[config.mk]
export PLATFORM = sky130hd
export DESIGN_NAME = mac_table_top
export DESIGN_NICKNAME = d
export VERILOG_FILES = /design/src/design/mac_table_pkg.sv /design/src/design/mac_table_ifs.sv /design/src/design/cam_table.sv /design/src/design/table_cmd_ctrl.sv /design/src/design/axil_table_regs.sv /design/src/design/mac_table_top.sv
export SDC_FILE = /design/constraint.sdc
export NUM_CORES = 2
export LEC_CHECK = 0
export BUFFER_PORTS_ARGS = -buffer_cell sky130_fd_sc_hd__buf_2
export CORE_ASPECT_RATIO = 1.1
export CORE_UTILIZATION = 50
export DETAILED_ROUTE_END_ITERATION = 8
export MAX_ROUTING_LAYER = met4
export PLACE_DENSITY = 0.71
export SKIP_LAST_GASP = 1
export SYNTH_ARGS = -nofsm -noshare
export SYNTH_HDL_FRONTEND = slang
export SYNTH_HIERARCHICAL = 1
export SYNTH_SLANG_ARGS = --single-unit
[constraint.sdc]
create_clock -name clock -period 8.4 [get_ports clock]
set_input_delay 2.1 -clock clock [delete_from_list [all_inputs] [get_ports clock]]
set_output_delay 2.1 -clock clock [all_outputs]
set_load 0.005 [all_outputs]
[src/design/mac_table_pkg.sv]
package mac_table_pkg;

    //////////////////////////////////////////////////
    // Widths and sizes
    //////////////////////////////////////////////////
    localparam int KEY_WIDTH      = 48;
    localparam int TABLE_DEPTH    = 32;
    localparam int INDEX_WIDTH    = 5;
    localparam int COUNT_WIDTH    = 6;
    localparam int AXI_ADDR_WIDTH = 5;
    localparam int AXI_DATA_WIDTH = 32;

    typedef logic [KEY_WIDTH-1:0]      mac_key_t;
    typedef logic [INDEX_WIDTH-1:0]    slot_index_t;
    typedef logic [COUNT_WIDTH-1:0]    entry_count_t;
    typedef logic [AXI_ADDR_WIDTH-1:0] axil_addr_t;
    typedef logic [AXI_DATA_WIDTH-1:0] axil_data_t;

    //////////////////////////////////////////////////
    // Register map
    //////////////////////////////////////////////////
    localparam axil_addr_t REG_KEY_LO = 5'h00;
    localparam axil_addr_t REG_KEY_HI = 5'h04;
    localparam axil_addr_t REG_CMD    = 5'h08;
    localparam axil_addr_t REG_STATUS = 5'h0C;
    localparam axil_addr_t REG_COUNT  = 5'h10;

    // STATUS bit positions
    localparam int STAT_BUSY      = 0;
    localparam int STAT_DONE      = 1;
    localparam int STAT_HIT       = 2;
    localparam int STAT_FULL      = 3;
    localparam int STAT_INDEX_LSB = 8;

    // Command codes, low two bits of CMD
    typedef enum logic [1:0] {
        OP_NONE   = 2'd0,
        OP_LOOKUP = 2'd1,
        OP_LEARN  = 2'd2,
        OP_FLUSH  = 2'd3
    } table_op_t;

    typedef enum logic [1:0] {CTRL_IDLE, CTRL_ISSUE, CTRL_WAIT} ctrl_state_t;

    localparam logic [1:0] RESP_OKAY   = 2'b00;
    localparam logic [1:0] RESP_SLVERR = 2'b10;

endpackage

[src/design/mac_table_ifs.sv]
// Register block to command controller
interface mac_cmd_if;

    import mac_table_pkg::*;

    logic         cmd_start;
    table_op_t    cmd_op;
    mac_key_t     cmd_key;
    logic         busy;
    logic         done;
    logic         hit;
    logic         full;
    slot_index_t  index;
    entry_count_t count;

    modport regs (
        output cmd_start, cmd_op, cmd_key,
        input  busy, done, hit, full, index, count
    );

    modport ctrl (
        input  cmd_start, cmd_op, cmd_key,
        output busy, done, hit, full, index, count
    );

endinterface

// Command controller to table, response one cycle after request
interface cam_req_if;

    import mac_table_pkg::*;

    logic        req_valid;
    table_op_t   req_op;
    mac_key_t    req_key;
    logic        resp_valid;
    logic        resp_hit;
    slot_index_t resp_index;
    logic        resp_full;

    modport requester (
        output req_valid, req_op, req_key,
        input  resp_valid, resp_hit, resp_index, resp_full
    );

    modport responder (
        input  req_valid, req_op, req_key,
        output resp_valid, resp_hit, resp_index, resp_full
    );

endinterface

[src/design/cam_table.sv]
module cam_table (
    input  logic         clock,
    input  logic         reset_n,
    cam_req_if.responder cam
);

    import mac_table_pkg::*;

    mac_key_t               keys [TABLE_DEPTH];
    logic [TABLE_DEPTH-1:0] valid;

    logic                   match_hit;
    slot_index_t            match_index;
    logic                   free_found;
    slot_index_t            free_index;
    logic                   learn_write;
    logic                   flush_req;

    //////////////////////////////////////////////////
    // Parallel compare and free-slot search
    //////////////////////////////////////////////////

    // Walk down so the lowest matching slot wins
    always_comb begin
        match_hit   = 1'b0;
        match_index = '0;
        for (int i = TABLE_DEPTH - 1; i >= 0; i--) begin
            if (valid[i] && keys[i] == cam.req_key) begin
                match_hit   = 1'b1;
                match_index = slot_index_t'(i);
            end
        end
    end

    // Lowest slot with its valid bit clear
    always_comb begin
        free_found = 1'b0;
        free_index = '0;
        for (int i = TABLE_DEPTH - 1; i >= 0; i--) begin
            if (!valid[i]) begin
                free_found = 1'b1;
                free_index = slot_index_t'(i);
            end
        end
    end

    assign learn_write = cam.req_valid && cam.req_op == OP_LEARN
                         && !match_hit && free_found;
    assign flush_req   = cam.req_valid && cam.req_op == OP_FLUSH;

    //////////////////////////////////////////////////
    // Table storage
    //////////////////////////////////////////////////
    always_ff @(posedge clock or negedge reset_n) begin
        if (!reset_n) begin
            valid <= '0;
            for (int i = 0; i < TABLE_DEPTH; i++) begin
                keys[i] <= '0;
            end
        end else if (flush_req) begin
            valid <= '0;
        end else if (learn_write) begin
            keys[free_index]  <= cam.req_key;
            valid[free_index] <= 1'b1;
        end
    end

    //////////////////////////////////////////////////
    // Result registers
    //////////////////////////////////////////////////
    always_ff @(posedge clock or negedge reset_n) begin
        if (!reset_n) begin
            cam.resp_valid <= 1'b0;
            cam.resp_hit   <= 1'b0;
            cam.resp_index <= '0;
            cam.resp_full  <= 1'b0;
        end else begin
            cam.resp_valid <= cam.req_valid;
            if (cam.req_valid) begin
                // Defaults cover flush and the idle code
                cam.resp_hit   <= 1'b0;
                cam.resp_index <= '0;
                cam.resp_full  <= 1'b0;
                case (cam.req_op)
                    OP_LOOKUP: begin
                        cam.resp_hit   <= match_hit;
                        cam.resp_index <= match_index;
                    end
                    OP_LEARN: begin
                        if (match_hit) begin
                            // Already stored, report existing slot
                            cam.resp_hit   <= 1'b1;
                            cam.resp_index <= match_index;
                        end else if (free_found) begin
                            cam.resp_index <= free_index;
                        end else begin
                            cam.resp_full  <= 1'b1;
                        end
                    end
                    default: begin
                    end
                endcase
            end
        end
    end

endmodule

[src/design/table_cmd_ctrl.sv]
module table_cmd_ctrl (
    input  logic         clock,
    input  logic         reset_n,
    mac_cmd_if.ctrl      cmd,
    cam_req_if.requester cam
);

    import mac_table_pkg::*;

    ctrl_state_t  state;
    table_op_t    op_q;
    mac_key_t     key_q;
    logic         busy_q;
    logic         done_q;
    logic         hit_q;
    logic         full_q;
    slot_index_t  index_q;
    entry_count_t count_q;
    logic         wrote_entry;

    // A learn that neither found the key nor hit a full table
    assign wrote_entry = op_q == OP_LEARN && !cam.resp_hit && !cam.resp_full;

    //////////////////////////////////////////////////
    // Command FSM
    //////////////////////////////////////////////////
    always_ff @(posedge clock or negedge reset_n) begin
        if (!reset_n) begin
            state   <= CTRL_IDLE;
            busy_q  <= 1'b0;
            done_q  <= 1'b0;
            hit_q   <= 1'b0;
            full_q  <= 1'b0;
            index_q <= '0;
            count_q <= '0;
        end else begin
            case (state)
                CTRL_IDLE: begin
                    if (cmd.cmd_start) begin
                        state  <= CTRL_ISSUE;
                        busy_q <= 1'b1;
                        done_q <= 1'b0;
                    end
                end
                CTRL_ISSUE: begin
                    state <= CTRL_WAIT;
                end
                CTRL_WAIT: begin
                    if (cam.resp_valid) begin
                        state   <= CTRL_IDLE;
                        busy_q  <= 1'b0;
                        done_q  <= 1'b1;
                        hit_q   <= cam.resp_hit;
                        full_q  <= cam.resp_full;
                        index_q <= cam.resp_index;
                        if (op_q == OP_FLUSH) begin
                            count_q <= '0;
                        end else if (wrote_entry) begin
                            count_q <= count_q + 1'b1;
                        end
                    end
                end
                default: begin
                    state <= CTRL_IDLE;
                end
            endcase
        end
    end

    // Command capture, starts outside IDLE are ignored
    always_ff @(posedge clock) begin
        if (state == CTRL_IDLE && cmd.cmd_start) begin
            op_q  <= cmd.cmd_op;
            key_q <= cmd.cmd_key;
        end
    end

    assign cam.req_valid = state == CTRL_ISSUE;
    assign cam.req_op    = op_q;
    assign cam.req_key   = key_q;

    assign cmd.busy  = busy_q;
    assign cmd.done  = done_q;
    assign cmd.hit   = hit_q;
    assign cmd.full  = full_q;
    assign cmd.index = index_q;
    assign cmd.count = count_q;

endmodule

[src/design/axil_table_regs.sv]
module axil_table_regs (
    input  logic                      clock,
    input  logic                      reset_n,

    input  mac_table_pkg::axil_addr_t awaddr,
    input  logic                      awvalid,
    output logic                      awready,

    input  mac_table_pkg::axil_data_t wdata,
    input  logic                      wvalid,
    output logic                      wready,

    output logic [1:0]                bresp,
    output logic                      bvalid,
    input  logic                      bready,

    input  mac_table_pkg::axil_addr_t araddr,
    input  logic                      arvalid,
    output logic                      arready,

    output mac_table_pkg::axil_data_t rdata,
    output logic [1:0]                rresp,
    output logic                      rvalid,
    input  logic                      rready,

    mac_cmd_if.regs                   cmd
);

    import mac_table_pkg::*;

    localparam int KEY_HI_WIDTH = KEY_WIDTH - AXI_DATA_WIDTH;

    logic                    wr_accept;
    logic                    wr_legal;
    logic                    rd_accept;
    axil_data_t              key_lo;
    logic [KEY_HI_WIDTH-1:0] key_hi;
    logic                    start_q;
    table_op_t               op_q;
    axil_data_t              status_word;
    axil_data_t              rd_data;
    logic [1:0]              rd_resp;

    //////////////////////////////////////////////////
    // Write channels
    //////////////////////////////////////////////////

    // Address and data taken together, one response outstanding
    assign wr_accept = awvalid && wvalid && !bvalid;
    assign awready   = wr_accept;
    assign wready    = wr_accept;
    assign wr_legal  = awaddr inside {REG_KEY_LO, REG_KEY_HI, REG_CMD};

    always_ff @(posedge clock or negedge reset_n) begin
        if (!reset_n) begin
            bvalid  <= 1'b0;
            start_q <= 1'b0;
            key_lo  <= '0;
            key_hi  <= '0;
        end else begin
            start_q <= 1'b0;
            if (wr_accept) begin
                bvalid <= 1'b1;
                case (awaddr)
                    REG_KEY_LO: key_lo  <= wdata;
                    REG_KEY_HI: key_hi  <= wdata[KEY_HI_WIDTH-1:0];
                    REG_CMD:    start_q <= table_op_t'(wdata[1:0]) != OP_NONE;
                    default: begin
                    end
                endcase
            end else if (bvalid && bready) begin
                bvalid <= 1'b0;
            end
        end
    end

    always_ff @(posedge clock) begin
        if (wr_accept) begin
            bresp <= wr_legal ? RESP_OKAY : RESP_SLVERR;
            if (awaddr == REG_CMD) begin
                op_q <= table_op_t'(wdata[1:0]);
            end
        end
    end

    //////////////////////////////////////////////////
    // Read channels
    //////////////////////////////////////////////////
    assign arready   = !rvalid;
    assign rd_accept = arvalid && arready;

    always_comb begin
        status_word                                  = '0;
        status_word[STAT_BUSY]                       = cmd.busy;
        status_word[STAT_DONE]                       = cmd.done;
        status_word[STAT_HIT]                        = cmd.hit;
        status_word[STAT_FULL]                       = cmd.full;
        status_word[STAT_INDEX_LSB +: INDEX_WIDTH]   = cmd.index;
    end

    // CMD is write only and reads as an error
    always_comb begin
        rd_data = '0;
        rd_resp = RESP_OKAY;
        case (araddr)
            REG_KEY_LO: rd_data = key_lo;
            REG_KEY_HI: rd_data = axil_data_t'(key_hi);
            REG_STATUS: rd_data = status_word;
            REG_COUNT:  rd_data = axil_data_t'(cmd.count);
            default:    rd_resp = RESP_SLVERR;
        endcase
    end

    always_ff @(posedge clock or negedge reset_n) begin
        if (!reset_n) begin
            rvalid <= 1'b0;
        end else if (rd_accept) begin
            rvalid <= 1'b1;
        end else if (rvalid && rready) begin
            rvalid <= 1'b0;
        end
    end

    always_ff @(posedge clock) begin
        if (rd_accept) begin
            rdata <= rd_data;
            rresp <= rd_resp;
        end
    end

    assign cmd.cmd_start = start_q;
    assign cmd.cmd_op    = op_q;
    assign cmd.cmd_key   = {key_hi, key_lo};

endmodule

[src/design/mac_table_top.sv]
module mac_table_top (
    input  logic                      clock,
    input  logic                      reset_n,

    input  mac_table_pkg::axil_addr_t awaddr,
    input  logic                      awvalid,
    output logic                      awready,

    input  mac_table_pkg::axil_data_t wdata,
    input  logic                      wvalid,
    output logic                      wready,

    output logic [1:0]                bresp,
    output logic                      bvalid,
    input  logic                      bready,

    input  mac_table_pkg::axil_addr_t araddr,
    input  logic                      arvalid,
    output logic                      arready,

    output mac_table_pkg::axil_data_t rdata,
    output logic [1:0]                rresp,
    output logic                      rvalid,
    input  logic                      rready
);

    mac_cmd_if cmd_bus ();
    cam_req_if cam_bus ();

    // Bus slave and key registers
    axil_table_regs u_regs (
        .clock   (clock),
        .reset_n (reset_n),
        .awaddr  (awaddr),
        .awvalid (awvalid),
        .awready (awready),
        .wdata   (wdata),
        .wvalid  (wvalid),
        .wready  (wready),
        .bresp   (bresp),
        .bvalid  (bvalid),
        .bready  (bready),
        .araddr  (araddr),
        .arvalid (arvalid),
        .arready (arready),
        .rdata   (rdata),
        .rresp   (rresp),
        .rvalid  (rvalid),
        .rready  (rready),
        .cmd     (cmd_bus.regs)
    );

    table_cmd_ctrl u_ctrl (
        .clock   (clock),
        .reset_n (reset_n),
        .cmd     (cmd_bus.ctrl),
        .cam     (cam_bus.requester)
    );

    cam_table u_table (
        .clock   (clock),
        .reset_n (reset_n),
        .cam     (cam_bus.responder)
    );

endmodule

# Word level (Yosys, flattened, before mapping)

Index checks and enable logic that the tools add are counted.

Register bits: 1732
Input bits: 49
Output and inout bits: 41

Add/sub/neg operators: 1
Order comparisons: 4
Eq/ne operators: 44
Multiplexer cells: 163
Bitwise gates (word level): 3
Reduce and logical (&&, ||, !) cells: 70

Operators by type and width:

| cell                | count |
|---|---|
| $bwmux 1536         | 1 |
| $eq 48x48->1        | 32 |
| $mux 5              | 66 |
| $demux 48 s5        | 1 |
| $pmux 32 s4         | 1 |
| $mux 1              | 79 |
| $mux 32             | 2 |
| $mux 48             | 1 |
| $logic_and 1x1->1   | 46 |
| $or 32x32->32       | 1 |
| $mux 6              | 2 |
| $reduce_and 2->1    | 6 |
| $reduce_bool 2->1   | 6 |
| $eq 5x3->1 const B  | 2 |
| $eq 5x4->1 const B  | 2 |
| $logic_not 5->1     | 2 |
| $pmux 5 s2          | 1 |
| $mux 2              | 4 |
| $add 6x1->6 const B | 1 |
| $eq 2x2->1 const B  | 3 |
| $ge 6x6->1 const B  | 1 |
| $lt 5x6->1 const B  | 1 |
| $lt 6x1->1 const B  | 1 |
| $not 5->6           | 1 |
| 14 further kinds    | 22 |

# Depth between registers and ports, before layout

Depth after elaboration: 39
Depth in mapped cells: 17
Mapped depth without buffers: 10

# Hierarchy

Netlist, hierarchy kept.

Modules (own cells, without submodules):

| module          | times used | cells an instance | area each (µm²) | sequential area each (µm²) |
|---|---|---|---|---|
| cam_table       | 1          | 7194              | 84947.7         | 39437.8 |
| axil_table_regs | 1          | 226               | 3741.1          | 2357.3 |
| table_cmd_ctrl  | 1          | 129               | 2303.5          | 1926.8 |

# Worst setup path after synthesis

OpenSTA, ideal clock, no wires.

Path kind: flip-flop to flip-flop
Start: register u_ctrl.state[1]
End: register u_ctrl.key_q[0], in the netlist u_ctrl/cam.req_key[0] (enable)
Library setup time: 0.534 ns
Arrival time: 4.242 ns
Required time: 7.866 ns
Path slack: 3.623 ns
Stages on the path, launching flop included: 2
Clock period less this slack: 4.777 ns
Path through: dfrtp_1 > nor3b_1

Cells in the longest elaborated chain, start to end: 2

Ends and longest elaborated chain:

| what                     | line                 | source |
|---|---|---|
| start: declaration       | table_cmd_ctrl.sv:10 | `ctrl_state_t state;` |
| start signal: assignment | table_cmd_ctrl.sv:29 | `state <= CTRL_IDLE;` |
| start signal: assignment | table_cmd_ctrl.sv:40 | `state <= CTRL_ISSUE;` |
| start signal: assignment | table_cmd_ctrl.sv:46 | `state <= CTRL_WAIT;` |
| $logic_not 2->1          | table_cmd_ctrl.sv:72 | `if (state == CTRL_IDLE && cmd.cmd_start) begin` |
| $logic_and 1x1->1        | table_cmd_ctrl.sv:72 |  |
| end signal: assignment   | table_cmd_ctrl.sv:74 | `key_q <= cmd.cmd_key;` |
| end: declaration         | table_cmd_ctrl.sv:12 | `mac_key_t key_q;` |

Every way passes these cells.
A chain may end at the register's enable or synchronous reset.

# Worst setup path after layout

Start: register u_ctrl.key_q[47], in the netlist u_ctrl/cam.req_key[47]
End: register u_table/keys[1510] (netlist bit)

Cells in the longest elaborated chain, start to end: 38
Elaborated cells between the ends (all ways): 100

Ends and longest elaborated chain:

| what                                | line            | source |
|---|---|---|
| $eq 48x48->1                        | cam_table.sv:28 | `if (valid[i] && keys[i] == cam.req_key) begin` |
| $logic_and 1x1->1                   | cam_table.sv:28 |  |
| $mux 1 (31 in a row)                | cam_table.sv:28 |  |
| $mux 1 *                            | cam_table.sv:28 |  |
| $logic_not 1->1 *                   | cam_table.sv:48 | `&& !match_hit && free_found;` |
| $logic_and 1x1->1 * (2 in a row)    | cam_table.sv:48 |  |
| $reduce_and 2->1 (no source line) * | n/a             |  |
| end signal: indexed assignment      | cam_table.sv:63 | `keys[free_index] <= cam.req_key;` |
| end: declaration                    | cam_table.sv:9  | `mac_key_t keys [TABLE_DEPTH];` |

Mark *: on every way between the ends. The rest lies on a longest branch, timed or not.

==> flow_metrics.tcl <==
set metrics [dict create \
    status "finished with violations" \
    violations "capacitance limit, slew limit" \
    cts_sinks 1730 \
    grt_util_all_layers 0.323 \
    seq_area_frac_synth 0.481 \
    synth.distinct_cells 97 \
    path_class "flip-flop to flip-flop" \
    grt_pass1_vias 63800 \
    hold_viol_final 0 \
    cts_buffers 178 \
    ir_drop_uv 171 \
    p_leak_nw 45.1 \
    final_common_cell "dfrtp_1" \
    cp.arrival_ps 7480 \
    portBuffers 87 \
    tns_ps 0 \
    drc 0 \
    finalMaxSlewViolations 7 \
    cp-start-kind "flip-flop" \
    synth_area_leaders "dfrtp_1 45%, mux2_2 17%, xnor2_1 8.2%" \
    rsz0062_at_grt "false" \
    die_area_sq_um 184000 \
    layout_min_cycle_time_ps 6760 \
    cts_tree "done" \
    whs_path_depth 0 \
    cts.clk_slew.worst_paths_ps 70 \
    antenna_found_initial 10 \
    htree_levels 4 \
    grt_overflow 0 \
    clock_latency_ps 860 \
    cts_root_buffer "clkbuf_16" \
    cts_resized 0 \
    layout_setup_ws_ps 1640 \
    hold_class "flip-flop to flip-flop" \
    ys_async_sr_fraction 0.950 \
    drive_gt1_frac 0.276 \
    yosysWarningCount 6 \
    io-pin-count 90 \
    multi_input_comb_area_sq_um 43800 \
    firstDrtPassIters 8 \
    syn_inst 7549 \
    final_cell_mix "1644 x dfrtp_1, 1389 x mux2_2, 857 x xnor2_1" \
    yosysTopAreaCellShare 0.452 \
    slew_headroom -0.0348 \
    vias 63200 \
    synth_edf_count 86 \
    dieHeight_um 449 \
    ctsHoldBuffers 0 \
    grt_max_degree 170 \
    drt-wirelength-per-cell_um 28.9 \
    grt_first_pass_wirelength_um 428000 \
    max_freq_mhz 148 \
    holdWs_ps 420 \
    core_area_sq_um 180000 \
    wl_um 290000 \
    dp_slack_ps 1990 \
    cts_post_setup_buffers_inserted 0 \
    synth_ff_type "dfrtp_1" \
    r2r_cells 11 \
    crit_path_max_fanout 49 \
    power_density_nw_per_um2 171 \
    worstPathRequired_ps 9120 \
    setup_violations 0 \
    finalPower_mw 17.0 \
    worst_slew_pin_slew_ps 1540 \
    via_per_inst 6.30 \
    worstSetupEndpointType "flip-flop" \
    area_delta_synth_final_pct 9.64 \
    place.gp.congestion 1.03 \
    register_area_sq_um 43700 \
    nets 7540 \
    ys_seq_elements 1730 \
    start_util 0.505 \
    drt_iter0_markers 7044 \
    period_share 0.805 \
    antenna_left 0 \
    maxCapViolCount 2 \
    fp.dieW_um 409 \
    syn_area_sq_um 91000 \
    synth_top_area_cell "dfrtp_1" \
    clock_skew_ps 45.8 \
    dpl.hpwl_um 188000 \
    fillers 14800 \
    clockBufferDepth 3 \
    synth.avg_cell_area_sq_um 12.1 \
    fp-row-count 163 \
]
layout make-up:
class                           count  area share
Inverter                          107     0.00403
Sequential cell                  1730       0.438
Tap cell                         2392      0.0300
Clock buffer                      249      0.0506
Multi-Input combinational cell   5154       0.439
Clock inverter                     84     0.00980
Timing Repair Buffer              316      0.0285
Antenna cell                        9    0.000226
state kept, by name (all words and copies together), names as in the netlist, 2 cells and up:
register / count
u_table/keys: 1536
u_ctrl/cam.req_key: 48
u_regs/key_lo: 32
u_regs/rdata: 32
u_table/valid: 32
u_regs/key_hi: 16
u_ctrl/cmd.count: 6
u_ctrl/cmd.index: 5
u_table/cam.resp_index: 5
u_ctrl/cam.req_op: 2
u_ctrl/state: 2
u_regs/cmd.cmd_op: 2
per-stage QoR:
stage,instance area (sq um),utilization,instances
2_1_floorplan,91000,-,7550
3_3_place_gp,93700,0.520,9699
3_5_place_dp,93700,0.520,9699
4_1_cts,99700,0.554,10000
5_1_grt,99700,0.554,10000
6_report,99800,0.554,10000
final timing paths:
kind	to	slack (ps)	startpoint
min reg2reg	u_ctrl/cam.req_op[1]$_DFFE_PP_	420	u_regs/cmd.cmd_op[1]$_DFFE_PP_
max in group asynchronous	u_table/keys[733]$_DFFE_PN0P_	5120	reset_n
max reg2reg	u_table/keys[1510]$_DFFE_PN0P_	1640	u_ctrl/cam.req_key[47]$_DFFE_PP_
max	u_table/keys[1510]$_DFFE_PN0P_	1640	u_ctrl/cam.req_key[47]$_DFFE_PP_
min in group asynchronous	u_table/keys[1162]$_DFFE_PN0P_	1290	reset_n
min	u_ctrl/cam.req_op[1]$_DFFE_PP_	420	u_regs/cmd.cmd_op[1]$_DFFE_PP_
synth_stat cells (all sizes together) (18+ instances only):
cell and instances:
and2 22, nand3 122, a21o 31, a21oi 22, inv 104, o21ai 54, clkbuf 157, nor2 101
nor3b 18, o2111ai 50, nand4b 25, nor4b 29, mux2i 48, o22ai 27, edfxtp 86, mux2 1542
xor2 485, buf 402, or4 60, nand4 438, dfrtp 1644, nand2b 346, nor3 104, nand2 235
xnor2 857, nor2b 50, nor4 274
kinds of logic after synthesis:
family	after synthesis	share of synthesized area
AOI/OAI and AO/OA	282	0.0226
muxes	1590	0.198
and+or+nand+nor	1934	0.128
adders and majority gates	4	0.000550
xor gates and xnor gates	1342	0.129
buffers and inverters	666	0.0409
other	1	0.0000412
DFF	1730	0.481
power breakdown:
part	switching (mW)	internal, mW
logic	0.247	0.0934
clock network	3.50	4.68
registers	0.0641	8.44
total	3.81	13.2
per-layer routing:
metal,share of wire,vias to the layer above,GRT usage
li1,-,26700,-
met1,0.41,32700,0.425
met2,0.44,3082,0.476
met3,0.095,762,0.0700
met4,0.054,0,0.150
met5,0,-,-
critical path: stages, from the launching register on:
cell      delay (ps)
edfxtp_1        1090
buf_12           320
xor2_1           220
nand4b_1         150
nor4_1            90
nand4_1          200
o22ai_1          170
nor4_1          1120
nand4_2         1060
a21oi_2          550
and3_2          1100
mux2_2           440
Note: power is estimated with default switching activity, not from simulation.
